`config.mk`:
```
export PLATFORM = sky130hd
export DESIGN_NAME = euclid_top
export DESIGN_NICKNAME = d
export VERILOG_FILES = /design/src/verilog/euclid_pkg.sv /design/src/verilog/euclid_top.sv /design/src/verilog/euclid_job_ctrl.sv /design/src/verilog/bezier_subdiv.sv /design/src/verilog/line_engine.sv /design/src/verilog/seg_fifo.sv
export SDC_FILE = /design/constraint.sdc
export NUM_CORES = 1
export LEC_CHECK = 0
export BUFFER_PORTS_ARGS = -buffer_cell sky130_fd_sc_hd__buf_2
export CORE_AREA = 2 2 199 397
export DETAILED_ROUTE_END_ITERATION = 7
export DIE_AREA = 0 0 201 399
export GPL_ROUTABILITY_DRIVEN = 0
export PLACE_DENSITY = 0.76
export SLEW_MARGIN = 20
export SYNTH_ARGS = -nofsm -noshare
export SYNTH_HDL_FRONTEND = slang
export SYNTH_SLANG_ARGS = --single-unit
```
`constraint.sdc`:
```
create_clock -name cr_intf -period 8.43 [get_ports cr_intf]
set_input_delay 0.843 -clock cr_intf [delete_from_list [all_inputs] [get_ports cr_intf]]
set_output_delay 0.843 -clock cr_intf [all_outputs]
set_load 0.01 [all_outputs]
```
`src/verilog/euclid_pkg.sv`:
```
`default_nettype none

package euclid_pkg;

  // Screen coordinate widths
  localparam int X_W     = 8;
  localparam int Y_W     = 8;
  localparam int IDX_W   = (X_W > Y_W) ? X_W + 1 : Y_W + 1;  // Delta and error width
  localparam int DEPTH_W = 3;

  localparam logic [DEPTH_W-1:0] MAX_BZ_DEPTH = DEPTH_W'(3);

  // Breadth-first needs room for every triangle of the deepest level
  localparam int SEG_FIFO_DEPTH = 16;
  localparam int SEG_OCC_W      = 5;

  typedef logic [15:0] color_t;

  typedef struct packed {
    logic [X_W-1:0] x;
    logic [Y_W-1:0] y;
  } point_t;

  typedef enum logic {
    LINE,
    BEZIER
  } shape_e;

  typedef struct packed {
    shape_e             shape;
    point_t             p0;
    point_t             p1;
    point_t             p2;     // Bezier only
    color_t             color;
    logic [DEPTH_W-1:0] bzdepth;
  } euclid_job_t;

  // One triangle in the subdivision queue
  typedef struct packed {
    point_t             p0;
    point_t             p1;
    point_t             p2;
    logic [DEPTH_W-1:0] depth;
  } seg_t;

  typedef struct packed {
    point_t p0;
    point_t p1;
  } line_req_t;

  typedef struct packed {
    point_t pos;
    color_t color;
  } pxl_wr_t;

  typedef enum logic [2:0] {
    CS_IDLE,
    CS_START,
    CS_LINE_RUN,
    CS_BZ_RUN,
    CS_LEAF0,
    CS_LEAF1
  } ctrl_state_e;

  typedef enum logic [2:0] {
    SD_IDLE,
    SD_FETCH,
    SD_MID,
    SD_PUSH0,
    SD_PUSH1,
    SD_LEAF
  } subdiv_state_e;

  typedef enum logic [1:0] {
    LN_IDLE,
    LN_SETUP,
    LN_DRAW
  } line_state_e;

endpackage

`default_nettype wire
```
`src/verilog/euclid_top.sv`:
```
`timescale 1ns/1ps
`default_nettype none

module euclid_top
(
  input  wire logic                    cr_intf,
  input  wire logic                    rst_n,
  input  wire logic                    job_start,
  input  wire euclid_pkg::euclid_job_t job,
  input  wire logic                    pxl_ready,
  output logic                         busy,
  output logic                         job_done,
  output logic                         pxl_valid,
  output euclid_pkg::pxl_wr_t          pxl
);

  logic                              ctrl_seg_push;
  euclid_pkg::seg_t                  ctrl_seg_wdata;
  logic                              sub_seg_push;
  euclid_pkg::seg_t                  sub_seg_wdata;
  logic                              seg_push;
  euclid_pkg::seg_t                  seg_wdata;
  logic                              seg_pop;
  euclid_pkg::seg_t                  seg_rdata;
  logic                              seg_empty;

  logic                              subdiv_start;
  logic                              subdiv_idle;
  logic                              leaf_valid;
  euclid_pkg::seg_t                  leaf_seg;
  logic                              leaf_ack;

  logic                              line_start;
  euclid_pkg::line_req_t             line_req;
  logic                              line_busy;
  logic                              line_done;

  // Controller pushes only in START while the subdivider is idle
  assign seg_push  = ctrl_seg_push | sub_seg_push;
  assign seg_wdata = ctrl_seg_push ? ctrl_seg_wdata : sub_seg_wdata;

  euclid_job_ctrl u_job_ctrl
  (
    .cr_intf      (cr_intf),
    .rst_n        (rst_n),
    .job_start    (job_start),
    .job          (job),
    .busy         (busy),
    .job_done     (job_done),
    .seg_push     (ctrl_seg_push),
    .seg_wdata    (ctrl_seg_wdata),
    .subdiv_start (subdiv_start),
    .subdiv_idle  (subdiv_idle),
    .leaf_valid   (leaf_valid),
    .leaf_seg     (leaf_seg),
    .leaf_ack     (leaf_ack),
    .line_start   (line_start),
    .line_req     (line_req),
    .line_done    (line_done),
    .line_busy    (line_busy)
  );

  bezier_subdiv u_subdiv
  (
    .cr_intf      (cr_intf),
    .rst_n        (rst_n),
    .subdiv_start (subdiv_start),
    .bzdepth      (job.bzdepth),
    .seg_rdata    (seg_rdata),
    .seg_empty    (seg_empty),
    .seg_pop      (seg_pop),
    .seg_push     (sub_seg_push),
    .seg_wdata    (sub_seg_wdata),
    .leaf_valid   (leaf_valid),
    .leaf_seg     (leaf_seg),
    .leaf_ack     (leaf_ack),
    .subdiv_idle  (subdiv_idle)
  );

  seg_fifo u_seg_fifo
  (
    .cr_intf (cr_intf),
    .rst_n   (rst_n),
    .push    (seg_push),
    .wdata   (seg_wdata),
    .pop     (seg_pop),
    .rdata   (seg_rdata),
    .empty   (seg_empty),
    .occ     ()
  );

  line_engine u_line_engine
  (
    .cr_intf    (cr_intf),
    .rst_n      (rst_n),
    .line_start (line_start),
    .line_req   (line_req),
    .color      (job.color),
    .pxl_ready  (pxl_ready),
    .pxl_valid  (pxl_valid),
    .pxl        (pxl),
    .line_busy  (line_busy),
    .line_done  (line_done)
  );

endmodule

`default_nettype wire

```
`src/verilog/euclid_job_ctrl.sv`:
```
`timescale 1ns/1ps
`default_nettype none

module euclid_job_ctrl
(
  input  wire logic                    cr_intf,
  input  wire logic                    rst_n,
  input  wire logic                    job_start,
  input  wire euclid_pkg::euclid_job_t job,
  output logic                         busy,
  output logic                         job_done,
  output logic                         seg_push,
  output euclid_pkg::seg_t             seg_wdata,
  output logic                         subdiv_start,
  input  wire logic                    subdiv_idle,
  input  wire logic                    leaf_valid,
  input  wire euclid_pkg::seg_t        leaf_seg,
  output logic                         leaf_ack,
  output logic                         line_start,
  output euclid_pkg::line_req_t        line_req,
  input  wire logic                    line_done,
  input  wire logic                    line_busy
);

  euclid_pkg::ctrl_state_e state;

  logic ln_fin_c;
  logic bz_fin_c;

  assign busy = (state != euclid_pkg::CS_IDLE);

  // Line engine back in idle and no request in flight
  assign ln_fin_c = (state == euclid_pkg::CS_LINE_RUN) & ~line_busy & ~line_start;

  // Queue drained, no leaf pending, last line finished
  assign bz_fin_c = (state == euclid_pkg::CS_BZ_RUN) & subdiv_idle & ~leaf_valid & ~line_busy;

  assign job_done = ln_fin_c | bz_fin_c;

  // Seed triangle goes in at depth 0
  assign seg_push     = (state == euclid_pkg::CS_START) & (job.shape == euclid_pkg::BEZIER);
  assign subdiv_start = seg_push;

  always_comb
  begin
    seg_wdata.p0    = job.p0;
    seg_wdata.p1    = job.p1;
    seg_wdata.p2    = job.p2;
    seg_wdata.depth = '0;
  end

  assign leaf_ack = (state == euclid_pkg::CS_LEAF1) & line_done;  // Second leaf line done

  always_ff @(posedge cr_intf or negedge rst_n)
  begin
    if (!rst_n)
    begin
      state      <= euclid_pkg::CS_IDLE;
      line_start <= 1'b0;
    end
    else
    begin
      line_start <= 1'b0;
      case (state)
        euclid_pkg::CS_IDLE:
        begin
          if (job_start)
            state <= euclid_pkg::CS_START;
        end
        euclid_pkg::CS_START:
        begin
          if (job.shape == euclid_pkg::LINE)
          begin
            line_start <= 1'b1;
            state      <= euclid_pkg::CS_LINE_RUN;
          end
          else
            state <= euclid_pkg::CS_BZ_RUN;
        end
        euclid_pkg::CS_LINE_RUN:
        begin
          if (ln_fin_c)
            state <= euclid_pkg::CS_IDLE;
        end
        euclid_pkg::CS_BZ_RUN:
        begin
          if (bz_fin_c)
            state <= euclid_pkg::CS_IDLE;
          else if (leaf_valid)
          begin
            line_start <= 1'b1;           // p0 to p1
            state      <= euclid_pkg::CS_LEAF0;
          end
        end
        euclid_pkg::CS_LEAF0:
        begin
          if (line_done)
          begin
            line_start <= 1'b1;           // p1 to p2
            state      <= euclid_pkg::CS_LEAF1;
          end
        end
        euclid_pkg::CS_LEAF1:
        begin
          if (line_done)
            state <= euclid_pkg::CS_BZ_RUN;
        end
        default: state <= euclid_pkg::CS_IDLE;
      endcase
    end
  end

  // Line source select, only one source is ever live
  always_ff @(posedge cr_intf)
  begin
    if (state == euclid_pkg::CS_START)
    begin
      line_req.p0 <= job.p0;
      line_req.p1 <= job.p1;
    end
    else if ((state == euclid_pkg::CS_BZ_RUN) && leaf_valid)
    begin
      line_req.p0 <= leaf_seg.p0;
      line_req.p1 <= leaf_seg.p1;
    end
    else if ((state == euclid_pkg::CS_LEAF0) && line_done)
    begin
      line_req.p0 <= leaf_seg.p1;
      line_req.p1 <= leaf_seg.p2;
    end
  end

endmodule

`default_nettype wire

```
`src/verilog/bezier_subdiv.sv`:
```
`timescale 1ns/1ps
`default_nettype none

module bezier_subdiv
(
  input  wire logic                           cr_intf,
  input  wire logic                           rst_n,
  input  wire logic                           subdiv_start,
  input  wire logic [euclid_pkg::DEPTH_W-1:0] bzdepth,
  input  wire euclid_pkg::seg_t               seg_rdata,
  input  wire logic                           seg_empty,
  output logic                                seg_pop,
  output logic                                seg_push,
  output euclid_pkg::seg_t                    seg_wdata,
  output logic                                leaf_valid,
  output euclid_pkg::seg_t                    leaf_seg,
  input  wire logic                           leaf_ack,
  output logic                                subdiv_idle
);

  euclid_pkg::subdiv_state_e state;

  euclid_pkg::seg_t   tri_q;    // Triangle being split
  euclid_pkg::point_t m0_q;
  euclid_pkg::point_t m1_q;
  euclid_pkg::point_t m2_q;

  logic [euclid_pkg::DEPTH_W-1:0] lim_c;
  logic [euclid_pkg::DEPTH_W-1:0] child_depth_c;
  logic                           is_leaf_c;

  // Floor midpoint per coordinate
  function automatic euclid_pkg::point_t mid_pt(input euclid_pkg::point_t a,
                                                input euclid_pkg::point_t b);
    logic [euclid_pkg::X_W:0] sum_x;
    logic [euclid_pkg::Y_W:0] sum_y;
    sum_x    = {1'b0, a.x} + {1'b0, b.x};
    sum_y    = {1'b0, a.y} + {1'b0, b.y};
    mid_pt.x = sum_x[euclid_pkg::X_W:1];
    mid_pt.y = sum_y[euclid_pkg::Y_W:1];
  endfunction

  // Depth request clipped to what the queue can hold
  assign lim_c         = (bzdepth > euclid_pkg::MAX_BZ_DEPTH) ? euclid_pkg::MAX_BZ_DEPTH
                                                              : bzdepth;
  assign is_leaf_c     = (tri_q.depth >= lim_c);
  assign child_depth_c = tri_q.depth + 1'b1;

  assign seg_pop     = (state == euclid_pkg::SD_FETCH) & ~seg_empty;
  assign seg_push    = (state == euclid_pkg::SD_PUSH0) | (state == euclid_pkg::SD_PUSH1);
  assign leaf_valid  = (state == euclid_pkg::SD_LEAF);
  assign leaf_seg    = tri_q;
  assign subdiv_idle = seg_empty &
                       ((state == euclid_pkg::SD_IDLE) | (state == euclid_pkg::SD_FETCH));

  always_comb
  begin
    seg_wdata.depth = child_depth_c;
    if (state == euclid_pkg::SD_PUSH1)
    begin
      seg_wdata.p0 = m2_q;          // Right half
      seg_wdata.p1 = m1_q;
      seg_wdata.p2 = tri_q.p2;
    end
    else
    begin
      seg_wdata.p0 = tri_q.p0;      // Left half
      seg_wdata.p1 = m0_q;
      seg_wdata.p2 = m2_q;
    end
  end

  always_ff @(posedge cr_intf or negedge rst_n)
  begin
    if (!rst_n)
      state <= euclid_pkg::SD_IDLE;
    else
    begin
      case (state)
        euclid_pkg::SD_IDLE:
        begin
          if (subdiv_start)
            state <= euclid_pkg::SD_FETCH;
        end
        euclid_pkg::SD_FETCH:
          state <= seg_empty ? euclid_pkg::SD_IDLE : euclid_pkg::SD_MID;
        euclid_pkg::SD_MID:
          state <= is_leaf_c ? euclid_pkg::SD_LEAF : euclid_pkg::SD_PUSH0;
        euclid_pkg::SD_PUSH0:
          state <= euclid_pkg::SD_PUSH1;
        euclid_pkg::SD_PUSH1:
          state <= euclid_pkg::SD_FETCH;
        euclid_pkg::SD_LEAF:
        begin
          if (leaf_ack)
            state <= euclid_pkg::SD_FETCH;
        end
        default: state <= euclid_pkg::SD_IDLE;
      endcase
    end
  end

  always_ff @(posedge cr_intf)
  begin
    if (seg_pop)
    begin
      tri_q <= seg_rdata;
      m0_q  <= mid_pt(seg_rdata.p0, seg_rdata.p1);
      m1_q  <= mid_pt(seg_rdata.p1, seg_rdata.p2);
    end
    if (state == euclid_pkg::SD_MID)
      m2_q <= mid_pt(m0_q, m1_q);   // Point on the curve
  end

endmodule

`default_nettype wire

```
`src/verilog/line_engine.sv`:
```
`timescale 1ns/1ps
`default_nettype none

module line_engine
(
  input  wire logic                  cr_intf,
  input  wire logic                  rst_n,
  input  wire logic                  line_start,
  input  wire euclid_pkg::line_req_t line_req,
  input  wire euclid_pkg::color_t    color,
  input  wire logic                  pxl_ready,
  output logic                       pxl_valid,
  output euclid_pkg::pxl_wr_t        pxl,
  output logic                       line_busy,
  output logic                       line_done
);

  euclid_pkg::line_state_e state;
  euclid_pkg::line_req_t   req_q;

  logic                                 sx_q;     // 1 steps x up
  logic                                 sy_q;
  logic [euclid_pkg::IDX_W-1:0]         dx_q;
  logic [euclid_pkg::IDX_W-1:0]         dy_q;
  logic signed [euclid_pkg::IDX_W:0]    err_q;

  logic                                 sx_c;
  logic                                 sy_c;
  logic [euclid_pkg::X_W-1:0]           adx_c;
  logic [euclid_pkg::Y_W-1:0]           ady_c;
  logic [euclid_pkg::IDX_W-1:0]         dx_c;
  logic [euclid_pkg::IDX_W-1:0]         dy_c;
  logic signed [euclid_pkg::IDX_W+1:0]  dx_s;
  logic signed [euclid_pkg::IDX_W+1:0]  dy_s;
  logic signed [euclid_pkg::IDX_W+1:0]  e2_c;
  logic signed [euclid_pkg::IDX_W+1:0]  err_nx_c;
  logic                                 step_x_c;
  logic                                 step_y_c;
  logic                                 accept_c;
  logic                                 at_end_c;

  // Setup terms from the latched endpoints
  assign sx_c  = (req_q.p1.x >= req_q.p0.x);
  assign sy_c  = (req_q.p1.y >= req_q.p0.y);
  assign adx_c = sx_c ? (req_q.p1.x - req_q.p0.x) : (req_q.p0.x - req_q.p1.x);
  assign ady_c = sy_c ? (req_q.p1.y - req_q.p0.y) : (req_q.p0.y - req_q.p1.y);
  assign dx_c  = {{(euclid_pkg::IDX_W - euclid_pkg::X_W){1'b0}}, adx_c};
  assign dy_c  = {{(euclid_pkg::IDX_W - euclid_pkg::Y_W){1'b0}}, ady_c};

  // Stepping decision
  assign dx_s     = $signed({2'b00, dx_q});
  assign dy_s     = $signed({2'b00, dy_q});
  assign e2_c     = $signed({err_q, 1'b0});
  assign step_x_c = (e2_c > -dy_s);
  assign step_y_c = (e2_c < dx_s);
  assign err_nx_c = $signed({err_q[euclid_pkg::IDX_W], err_q})
                    - (step_x_c ? dy_s : '0)
                    + (step_y_c ? dx_s : '0);

  assign accept_c  = pxl_valid & pxl_ready;
  assign at_end_c  = (pxl.pos == req_q.p1);
  assign line_done = accept_c & at_end_c;   // p1 taken by the gateway
  assign line_busy = (state != euclid_pkg::LN_IDLE);

  always_ff @(posedge cr_intf or negedge rst_n)
  begin
    if (!rst_n)
    begin
      state     <= euclid_pkg::LN_IDLE;
      pxl_valid <= 1'b0;
    end
    else
    begin
      case (state)
        euclid_pkg::LN_IDLE:
        begin
          if (line_start)
            state <= euclid_pkg::LN_SETUP;
        end
        euclid_pkg::LN_SETUP:
        begin
          pxl_valid <= 1'b1;            // First pixel is p0
          state     <= euclid_pkg::LN_DRAW;
        end
        euclid_pkg::LN_DRAW:
        begin
          if (line_done)
          begin
            pxl_valid <= 1'b0;
            state     <= euclid_pkg::LN_IDLE;
          end
        end
        default: state <= euclid_pkg::LN_IDLE;
      endcase
    end
  end

  always_ff @(posedge cr_intf)
  begin
    if ((state == euclid_pkg::LN_IDLE) && line_start)
      req_q <= line_req;

    if (state == euclid_pkg::LN_SETUP)
    begin
      sx_q      <= sx_c;
      sy_q      <= sy_c;
      dx_q      <= dx_c;
      dy_q      <= dy_c;
      err_q     <= $signed({1'b0, dx_c}) - $signed({1'b0, dy_c});   // dx - dy
      pxl.pos   <= req_q.p0;
      pxl.color <= color;
    end
    else if ((state == euclid_pkg::LN_DRAW) && accept_c)
    begin
      err_q <= err_nx_c[euclid_pkg::IDX_W:0];
      if (step_x_c)
        pxl.pos.x <= sx_q ? pxl.pos.x + 1'b1 : pxl.pos.x - 1'b1;
      if (step_y_c)
        pxl.pos.y <= sy_q ? pxl.pos.y + 1'b1 : pxl.pos.y - 1'b1;
    end
  end

endmodule

`default_nettype wire

```
`src/verilog/seg_fifo.sv`:
```
`timescale 1ns/1ps
`default_nettype none

module seg_fifo
(
  input  wire logic                             cr_intf,
  input  wire logic                             rst_n,
  input  wire logic                             push,
  input  wire euclid_pkg::seg_t                 wdata,
  input  wire logic                             pop,
  output euclid_pkg::seg_t                      rdata,
  output logic                                  empty,
  output logic [euclid_pkg::SEG_OCC_W-1:0]      occ
);

  euclid_pkg::seg_t mem [euclid_pkg::SEG_FIFO_DEPTH];

  // Pointers wrap on their own width
  logic [euclid_pkg::SEG_OCC_W-2:0] wr_ptr;
  logic [euclid_pkg::SEG_OCC_W-2:0] rd_ptr;

  assign empty = (occ == '0);
  assign rdata = mem[rd_ptr];       // Head shown without a read request

  always_ff @(posedge cr_intf)
  begin
    if (push)
      mem[wr_ptr] <= wdata;
  end

  always_ff @(posedge cr_intf or negedge rst_n)
  begin
    if (!rst_n)
    begin
      wr_ptr <= '0;
      rd_ptr <= '0;
      occ    <= '0;
    end
    else
    begin
      if (push)
        wr_ptr <= wr_ptr + 1'b1;
      if (pop)
        rd_ptr <= rd_ptr + 1'b1;
      case ({push, pop})
        2'b10:   occ <= occ + 1'b1;
        2'b01:   occ <= occ - 1'b1;
        default: occ <= occ;         // Idle or both at once
      endcase
    end
  end

endmodule

`default_nettype wire

```
## After elaboration in Yosys (flattened, before gate mapping)

Memory sizes are Yosys's and may differ from the RTL's.
Index checks and enable logic that the tools add are counted.

| word-level totals | value |
|---|---|
| memories | 1 |
| register bits after elaboration | 246 |
| RAM bits | 816 |

Memories:

| name | depth | width | read ports | clocked after memory_dff | wr ports | line | source |
|---|---|---|---|---|---|---|---|
| u_seg_fifo.mem | 16 | 51 | 1 | 0 | 1 | seg_fifo.sv:16 | `euclid_pkg::seg_t mem [euclid_pkg::SEG_FIFO_DEPTH];` |

| cells by class | value |
|---|---|
| order comparisons | 6 |
| bitwise gates (word level) | 19 |
| add/subtract/negate cells | 23 |
| equality and inequality tests | 24 |
| reductions and logical operators | 22 |
| multiplexer cells | 44 |

Operators with widths:

| operator | number |
|---|---|
| $mux 32 | 3 |
| $mux 8 | 8 |
| $add 8x8->9 | 6 |
| $mux 51 | 1 |
| $mux 48 | 1 |
| $pmux 3 s6 | 2 |
| $mux 16 | 2 |
| $sub 8x8->8 | 4 |
| $mux 3 | 10 |
| $mux 10 | 2 |
| $add 8x1->8 const B | 2 |
| $eq 16x16->1 | 1 |
| $ge 8x8->1 | 2 |
| $sub 8x1->8 const B | 2 |
| $eq 3x2->1 const B | 4 |
| $eq 3x3->1 const B | 4 |
| $reduce_bool 2->1 | 6 |
| $and 1x1->1 | 11 |
| $gt 11x11->1 | 1 |
| $lt 11x9->1 | 1 |
| $neg 8->11 | 1 |
| $add 10x10->10 | 1 |
| $ne 2x2->1 const B | 5 |
| $pmux 5 s2 | 1 |
| other kinds (27) | 57 |

## Logic depth before layout (Yosys ltp)

| logic depth | value |
|---|---|
| word-level depth | 8 |
| gate-level depth with buffers | 25 |

## Cells and area by module

A second synthesis with hierarchy kept.

| second synthesis, totals | value |
|---|---|
| cells, all modules | 2681 |
| area total of the unflattened synthesis | 46990.1 sq um |

By module, submodules not included:

| module | instances | seq. area each (sq um) | cells an instance | area each (sq um) |
|---|---|---|---|---|
| seg_fifo | 1 | 24828.8 | 1341 | 31376.3 |
| line_engine | 1 | 2837.7 | 635 | 6729.0 |
| bezier_subdiv | 1 | 3047.9 | 414 | 5565.3 |
| euclid_job_ctrl | 1 | 1061.0 | 233 | 2443.6 |
| euclid_top | 1 | 0.0 | 58 | 875.8 |

## Worst setup path before layout

Ideal clock, no wire load.

| timing | value |
|---|---|
| kind | register to register |
| start | reg u_subdiv.state[2] |
| end | reg u_seg_fifo.occ[4] in the netlist's numbering |
| path buffers | 1 |
| stages on the path, launching flop included | 12 |
| arrival time | 7192 ps |
| clock period less this slack | 7317 ps |
| setup slack | 1113 ps |
| cells stage by stage | dfrtp_1 -> clkbuf_1 -> nor4b_2 -> ha_1 -> inv_1 -> fa_1 -> inv_1 -> a21o_1 -> a21oi_1 -> xnor2_1 -> nor2_1 -> xor2_1 |

| on the way | value |
|---|---|
| elaborated cells between the ends (all ways) | 10 |

RTL lines:

| what | line | source |
|---|---|---|
| start: declaration | bezier_subdiv.sv:21 | `euclid_pkg::subdiv_state_e state;` |
| start signal: assignment | bezier_subdiv.sv:76 | `state <= euclid_pkg::SD_IDLE;` |
| start signal: assignment | bezier_subdiv.sv:83 | `state <= euclid_pkg::SD_FETCH;` |
| start signal: assignment | bezier_subdiv.sv:86 | `state <= seg_empty ? euclid_pkg::SD_IDLE : euclid_pkg::SD_MID;` |
| $eq 3x1->1 * | bezier_subdiv.sv:49 | `assign seg_pop = (state == euclid_pkg::SD_FETCH) & ~seg_empty;` |
| $and 1x1->1 * | bezier_subdiv.sv:49 |  |
| net seg_pop | euclid_top.sv:23 | `logic seg_pop;` |
| $eq 2x1->1 or $eq 2x2->1 (tied branches) | seg_fifo.sv:45 | `case ({push, pop})` |
| $pmux 5 s2 or $reduce_bool 2->1 (tied branches) | -- |  |
| end signal: assignment | seg_fifo.sv:46 | `2'b10: occ <= occ + 1'b1;` |
| end signal: assignment | seg_fifo.sv:47 | `2'b01: occ <= occ - 1'b1;` |
| end: declaration | seg_fifo.sv:13 | `output logic [euclid_pkg::SEG_OCC_W-1:0] occ` |

Mark *: on every way through the listed nets, which the timed path passes. The rest lies on a longest branch.
A chain may end at the register's enable or synchronous reset.

## Worst setup path after layout

| timing | value |
|---|---|
| start | reg u_line_engine.dy_q[2] in the netlist's numbering |
| end | reg u_line_engine.err_q[8] in the netlist's numbering (data pin) |

| on the way | value |
|---|---|
| word-level cells in the longest chain between the ends | 7 |

RTL lines:

| what | line | source |
|---|---|---|
| start: declaration | line_engine.sv:24 | `logic [euclid_pkg::IDX_W-1:0] dy_q;` |
| start signal: assignment | line_engine.sv:108 | `dy_q <= dy_c;` |
| $neg 8->11 | line_engine.sv:54 | `assign step_x_c = (e2_c > -dy_s);` |
| $gt 11x11->1 | line_engine.sv:54 |  |
| $mux 8 * | line_engine.sv:57 | `- (step_x_c ? dy_s : '0)` |
| $sub 10x8->10 * | line_engine.sv:57 |  |
| $add 10x10->10 * | line_engine.sv:58 | `+ (step_y_c ? dx_s : '0);` |
| $mux 10 * | line_engine.sv:113 | `else if ((state == euclid_pkg::LN_DRAW) && accept_c)` |
| $mux 10 * | line_engine.sv:103 | `if (state == euclid_pkg::LN_SETUP)` |
| end signal: assignment | line_engine.sv:109 | `err_q <= $signed({1'b0, dx_c}) - $signed({1'b0, dy_c});` |
| end signal: assignment | line_engine.sv:115 | `err_q <= err_nx_c[euclid_pkg::IDX_W:0];` |
| end: declaration | line_engine.sv:25 | `logic signed [euclid_pkg::IDX_W:0] err_q;` |

Mark *: on every way between the ends. The rest lies on a longest branch, timed or not. The select of a mux whose other input is x is not followed.

==> results_dict.tcl <==
set metrics [dict create \
    initial_core_util_pct 59.67 \
    hold_buf_cts 0 \
    hpwl_um 67920 \
    die_width_um 201 \
    drv_slew 0 \
    slew-limit-headroom_pct 31.49 \
    ys_async_sr_fraction_pct 2.166 \
    fp.coreArea_um2 76930 \
    unrepaired_setup_endpoints_after_global_routing "no" \
    synth-edff-count 1039 \
    r2r_start "u_line_engine.dy_q[2]" \
    synth_cells 2560 \
    area.sequential_um2 31790 \
    crit-reg2reg-capture "u_line_engine.err_q[8]" \
    design.die.area_um2 80200 \
    depth_of_the_cts_h_tree 3 \
    cts-root-to-sink-buffers 3 \
    reg2reg_slack_ps 2600 \
    die_h_um 399 \
    ir_worst_vdd_mv 0.2600 \
    endpoint_kind "register" \
    max_freq_ghz 0.1715 \
    cap_violations 0 \
    pwr_per_cell_area_nw_per_um2 384.2 \
    synth_area_per_cell_um2 17.93 \
    route.detailed.vias_per_inst 6.464 \
    finalWorstPathRequiredPeriod_ps 5833 \
    arrival_ps 6240 \
    post-synth-top-area-cell "edfxtp_1" \
    critPathMaxFanout 8 \
    grt_antenna_before_repair 7 \
    postSynthRegisterBits 1062 \
    ant_nets 0 \
    synthDominantCellAreaShare_pct 67.97 \
    top_level_ports 107 \
    fp-row-count 144 \
    min-delay-path-class "primary input to async pin" \
    drt_pre_antenna_iters 6 \
    startpoint_type "register" \
    final_layout_net_count 2964 \
    post_synthesis_net_count 2788 \
    layout-area-overhead-vs-synth_pct 10.75 \
    crit_type "register to register" \
    layout.cells.most_common "edfxtp_1" \
    clk_pin_slew_ps 70 \
    netlist_area_um2 45900 \
    layout_common_cells "edfxtp_1 (1039), mux4_2 (245), nand2_1 (149)" \
    outcome "finished, final reports clean" \
    ff2ff_path_depth 22 \
    totalWireLength_um 111700 \
    cp_data_required_time_ps 8840 \
    wire_per_inst_um 29.16 \
    first_pass_grt_wire_length_um 165500 \
    max_slew.worst_pin.slew_ps 1021 \
    synthDistinctLibCells 61 \
    clock_insertion_delay_worst_skew_ps 670 \
    cts-root-buf "clkbuf_16" \
    vias 24760 \
    global_route.overflow_total 0 \
    tritoncts "built" \
    number_of_global_route_vias_before_repair 25830 \
    grt_max_degree 130 \
    numPortBuffers 106 \
    hold_viol_final 0 \
    dr.first_iter.drc_count 2770 \
    setup_viol 0 \
    post_cts.repair.setup_buffers 0 \
    area_occupied_by_multi_input_gates_um2 13270 \
    clock_buffer_count_from_cts 86 \
    timing.final.crit_share_pct 69.19 \
    remaining_drc_errors 0 \
    total_clock_sinks 1062 \
    fin_hold_ws_ps 203.2 \
    synth.yosys.seq_area_share_pct 69.22 \
    cts_resized 0 \
    yosysWarningCount 0 \
    drive_gt1_share_pct 22.14 \
    ys_top_cells_by_area "edfxtp_1 (68%), mux4_2 (12%), ha_1 (3.7%), mux2i_1 (2.1%), o21ai_0 (1.3%)" \
    fillers 5013 \
    finalSetupTns_ps 0 \
    postSynth.topFlopCell "edfxtp_1" \
    clock-skew-final_ps 29.06 \
    p_leak_nw 17.40 \
    overall_track_demand_over_capacity_in_global_routing_pct 28.44 \
]
-- how the worst max path moves through the flow --
stage | from | to
finish | u_line_engine.dy_q[2] | u_line_engine.err_q[8]
global route | u_line_engine.dy_q[2] | u_line_engine.err_q[8]
floorplan | u_subdiv.state[2] | u_seg_fifo.occ[4]
CTS | u_line_engine.dy_q[2] | u_line_engine.err_q[8]
detailed placement | u_line_engine.dy_q[2] | u_line_engine.err_q[8]
global placement | u_line_engine.dy_q[2] | u_line_engine.err_q[8]
-- logic make-up (layout without fill, tap and decap cells) --
logic type | after synthesis | in the layout | synth area share (%)
flops | 1062 | 1062 | 69.22
mux | 348 | 348 | 14.42
simple gates | 337 | 337 | 3.443
compound gates | 329 | 329 | 4.416
buf+inv | 231 | 476 | 2.050
fa+ha+maj | 156 | 156 | 4.612
xor+xnor | 96 | 96 | 1.832
other cells | 1 | 5 | 0.008169
-- where the power goes --
| group | switching [W] | total [W] | internal (W) |
|---|---|---|---|
| clock network | 0.00186 | 0.00405 | 0.00219 |
| logic | 0.00419 | 0.00712 | 0.00293 |
| registers | 0.000504 | 0.00836 | 0.00785 |
| total | 0.00656 | 0.0195 | 0.0130 |
-- worst max-delay path, cell delays in order, from the launching register on --
cell and delay (ps):
edfxtp_1 460, nor2_1 230, nand2_1 140, or4_1 470, xnor2_1 200, ha_1 270, nand4_1 120, nor2_1 80
a21oi_1 150, o211ai_1 120, xor2_1 180, a41oi_1 470, and2_1 270, fa_1 440, fa_1 480, nor2b_1 130
o21ai_0 110, a21boi_0 260, o21ai_1 120, a21boi_0 260, o21ai_1 120, and4_1 200, or3_1 290
-- routing by layer --
metal / vias up / global-route usage, % / share of wire [%]
met1: 12760 / 34.47 / 35
met4: 8 / 13.62 / 5.2
met3: 280 / 4.406 / 7.3
met2: 1291 / 50.20 / 52
li1: 10420 / - / -
met5: - / 0 / 0.042
-- state kept, by name, indices dropped and copies added, names as in the netlist, 3 cells and up --
register and flops:
u_job_ctrl.line_req 32, u_job_ctrl.state 3, u_line_engine.dx_q 8, u_line_engine.dy_q 8, u_line_engine.err_q 10, u_line_engine.pxl 32, u_line_engine.req_q 32, u_seg_fifo.mem 816
u_seg_fifo.occ 5, u_seg_fifo.rd_ptr 4, u_seg_fifo.wr_ptr 4, u_subdiv.leaf_seg 51, u_subdiv.m0_q 16, u_subdiv.m1_q 16, u_subdiv.m2_q 16, u_subdiv.state 3
-- final cells by class --
cell class                      instances  area share (%)
Sequential cell                      1062           62.53
Clock buffer                           96           4.346
Antenna cell                            4         0.01969
Clock inverter                         61           1.199
Multi-Input combinational cell       1267           26.10
Tap cell                             1022           2.515
Inverter                              135          0.9968
Timing Repair Buffer                  184           2.294
-- stage by stage --
stage | setup slack (ps) | cell area, um2 | total power (W) | utilization [%] | std cells
final | 2597 | 50840 | 0.01953 | 66.08 | 3831
after global routing | 2215 | 50830 | 0.02035 | 66.07 | 3827
after CTS | 2708 | 50810 | 0.01955 | 66.04 | 3825
after detailed placement | 2716 | 47990 | 0.01549 | 62.38 | 3668
after global placement | 2994 | 47970 | 0.01511 | 62.35 | 3667
after floorplan | 1113 | 45900 | 0.01321 | - | 2560
-- cells in the mapped netlist, drive strengths merged, types with 4 or more instances --
cell,instances
a21o,43
a21oi,71
nand3,13
o21bai,20
xor2,35
nor2,63
a22oi,12
fa,22
xnor2,61
ha,134
a221oi,4
nor2b,16
nand4,10
nand2b,16
a21boi,4
o31a,4
nor3,6
a31o,7
clkbuf,56
mux2,4
dfrtp,23
o21a,9
a211oi,6
nor3b,5
nor4,7
or3,5
mux2i,95
o21ai,132
edfxtp,1039
inv,135
o31ai,4
and2,29
buf,40
nand2,157
mux4,249
o211ai,6
No activity file was read; power rests on OpenSTA's default activity.
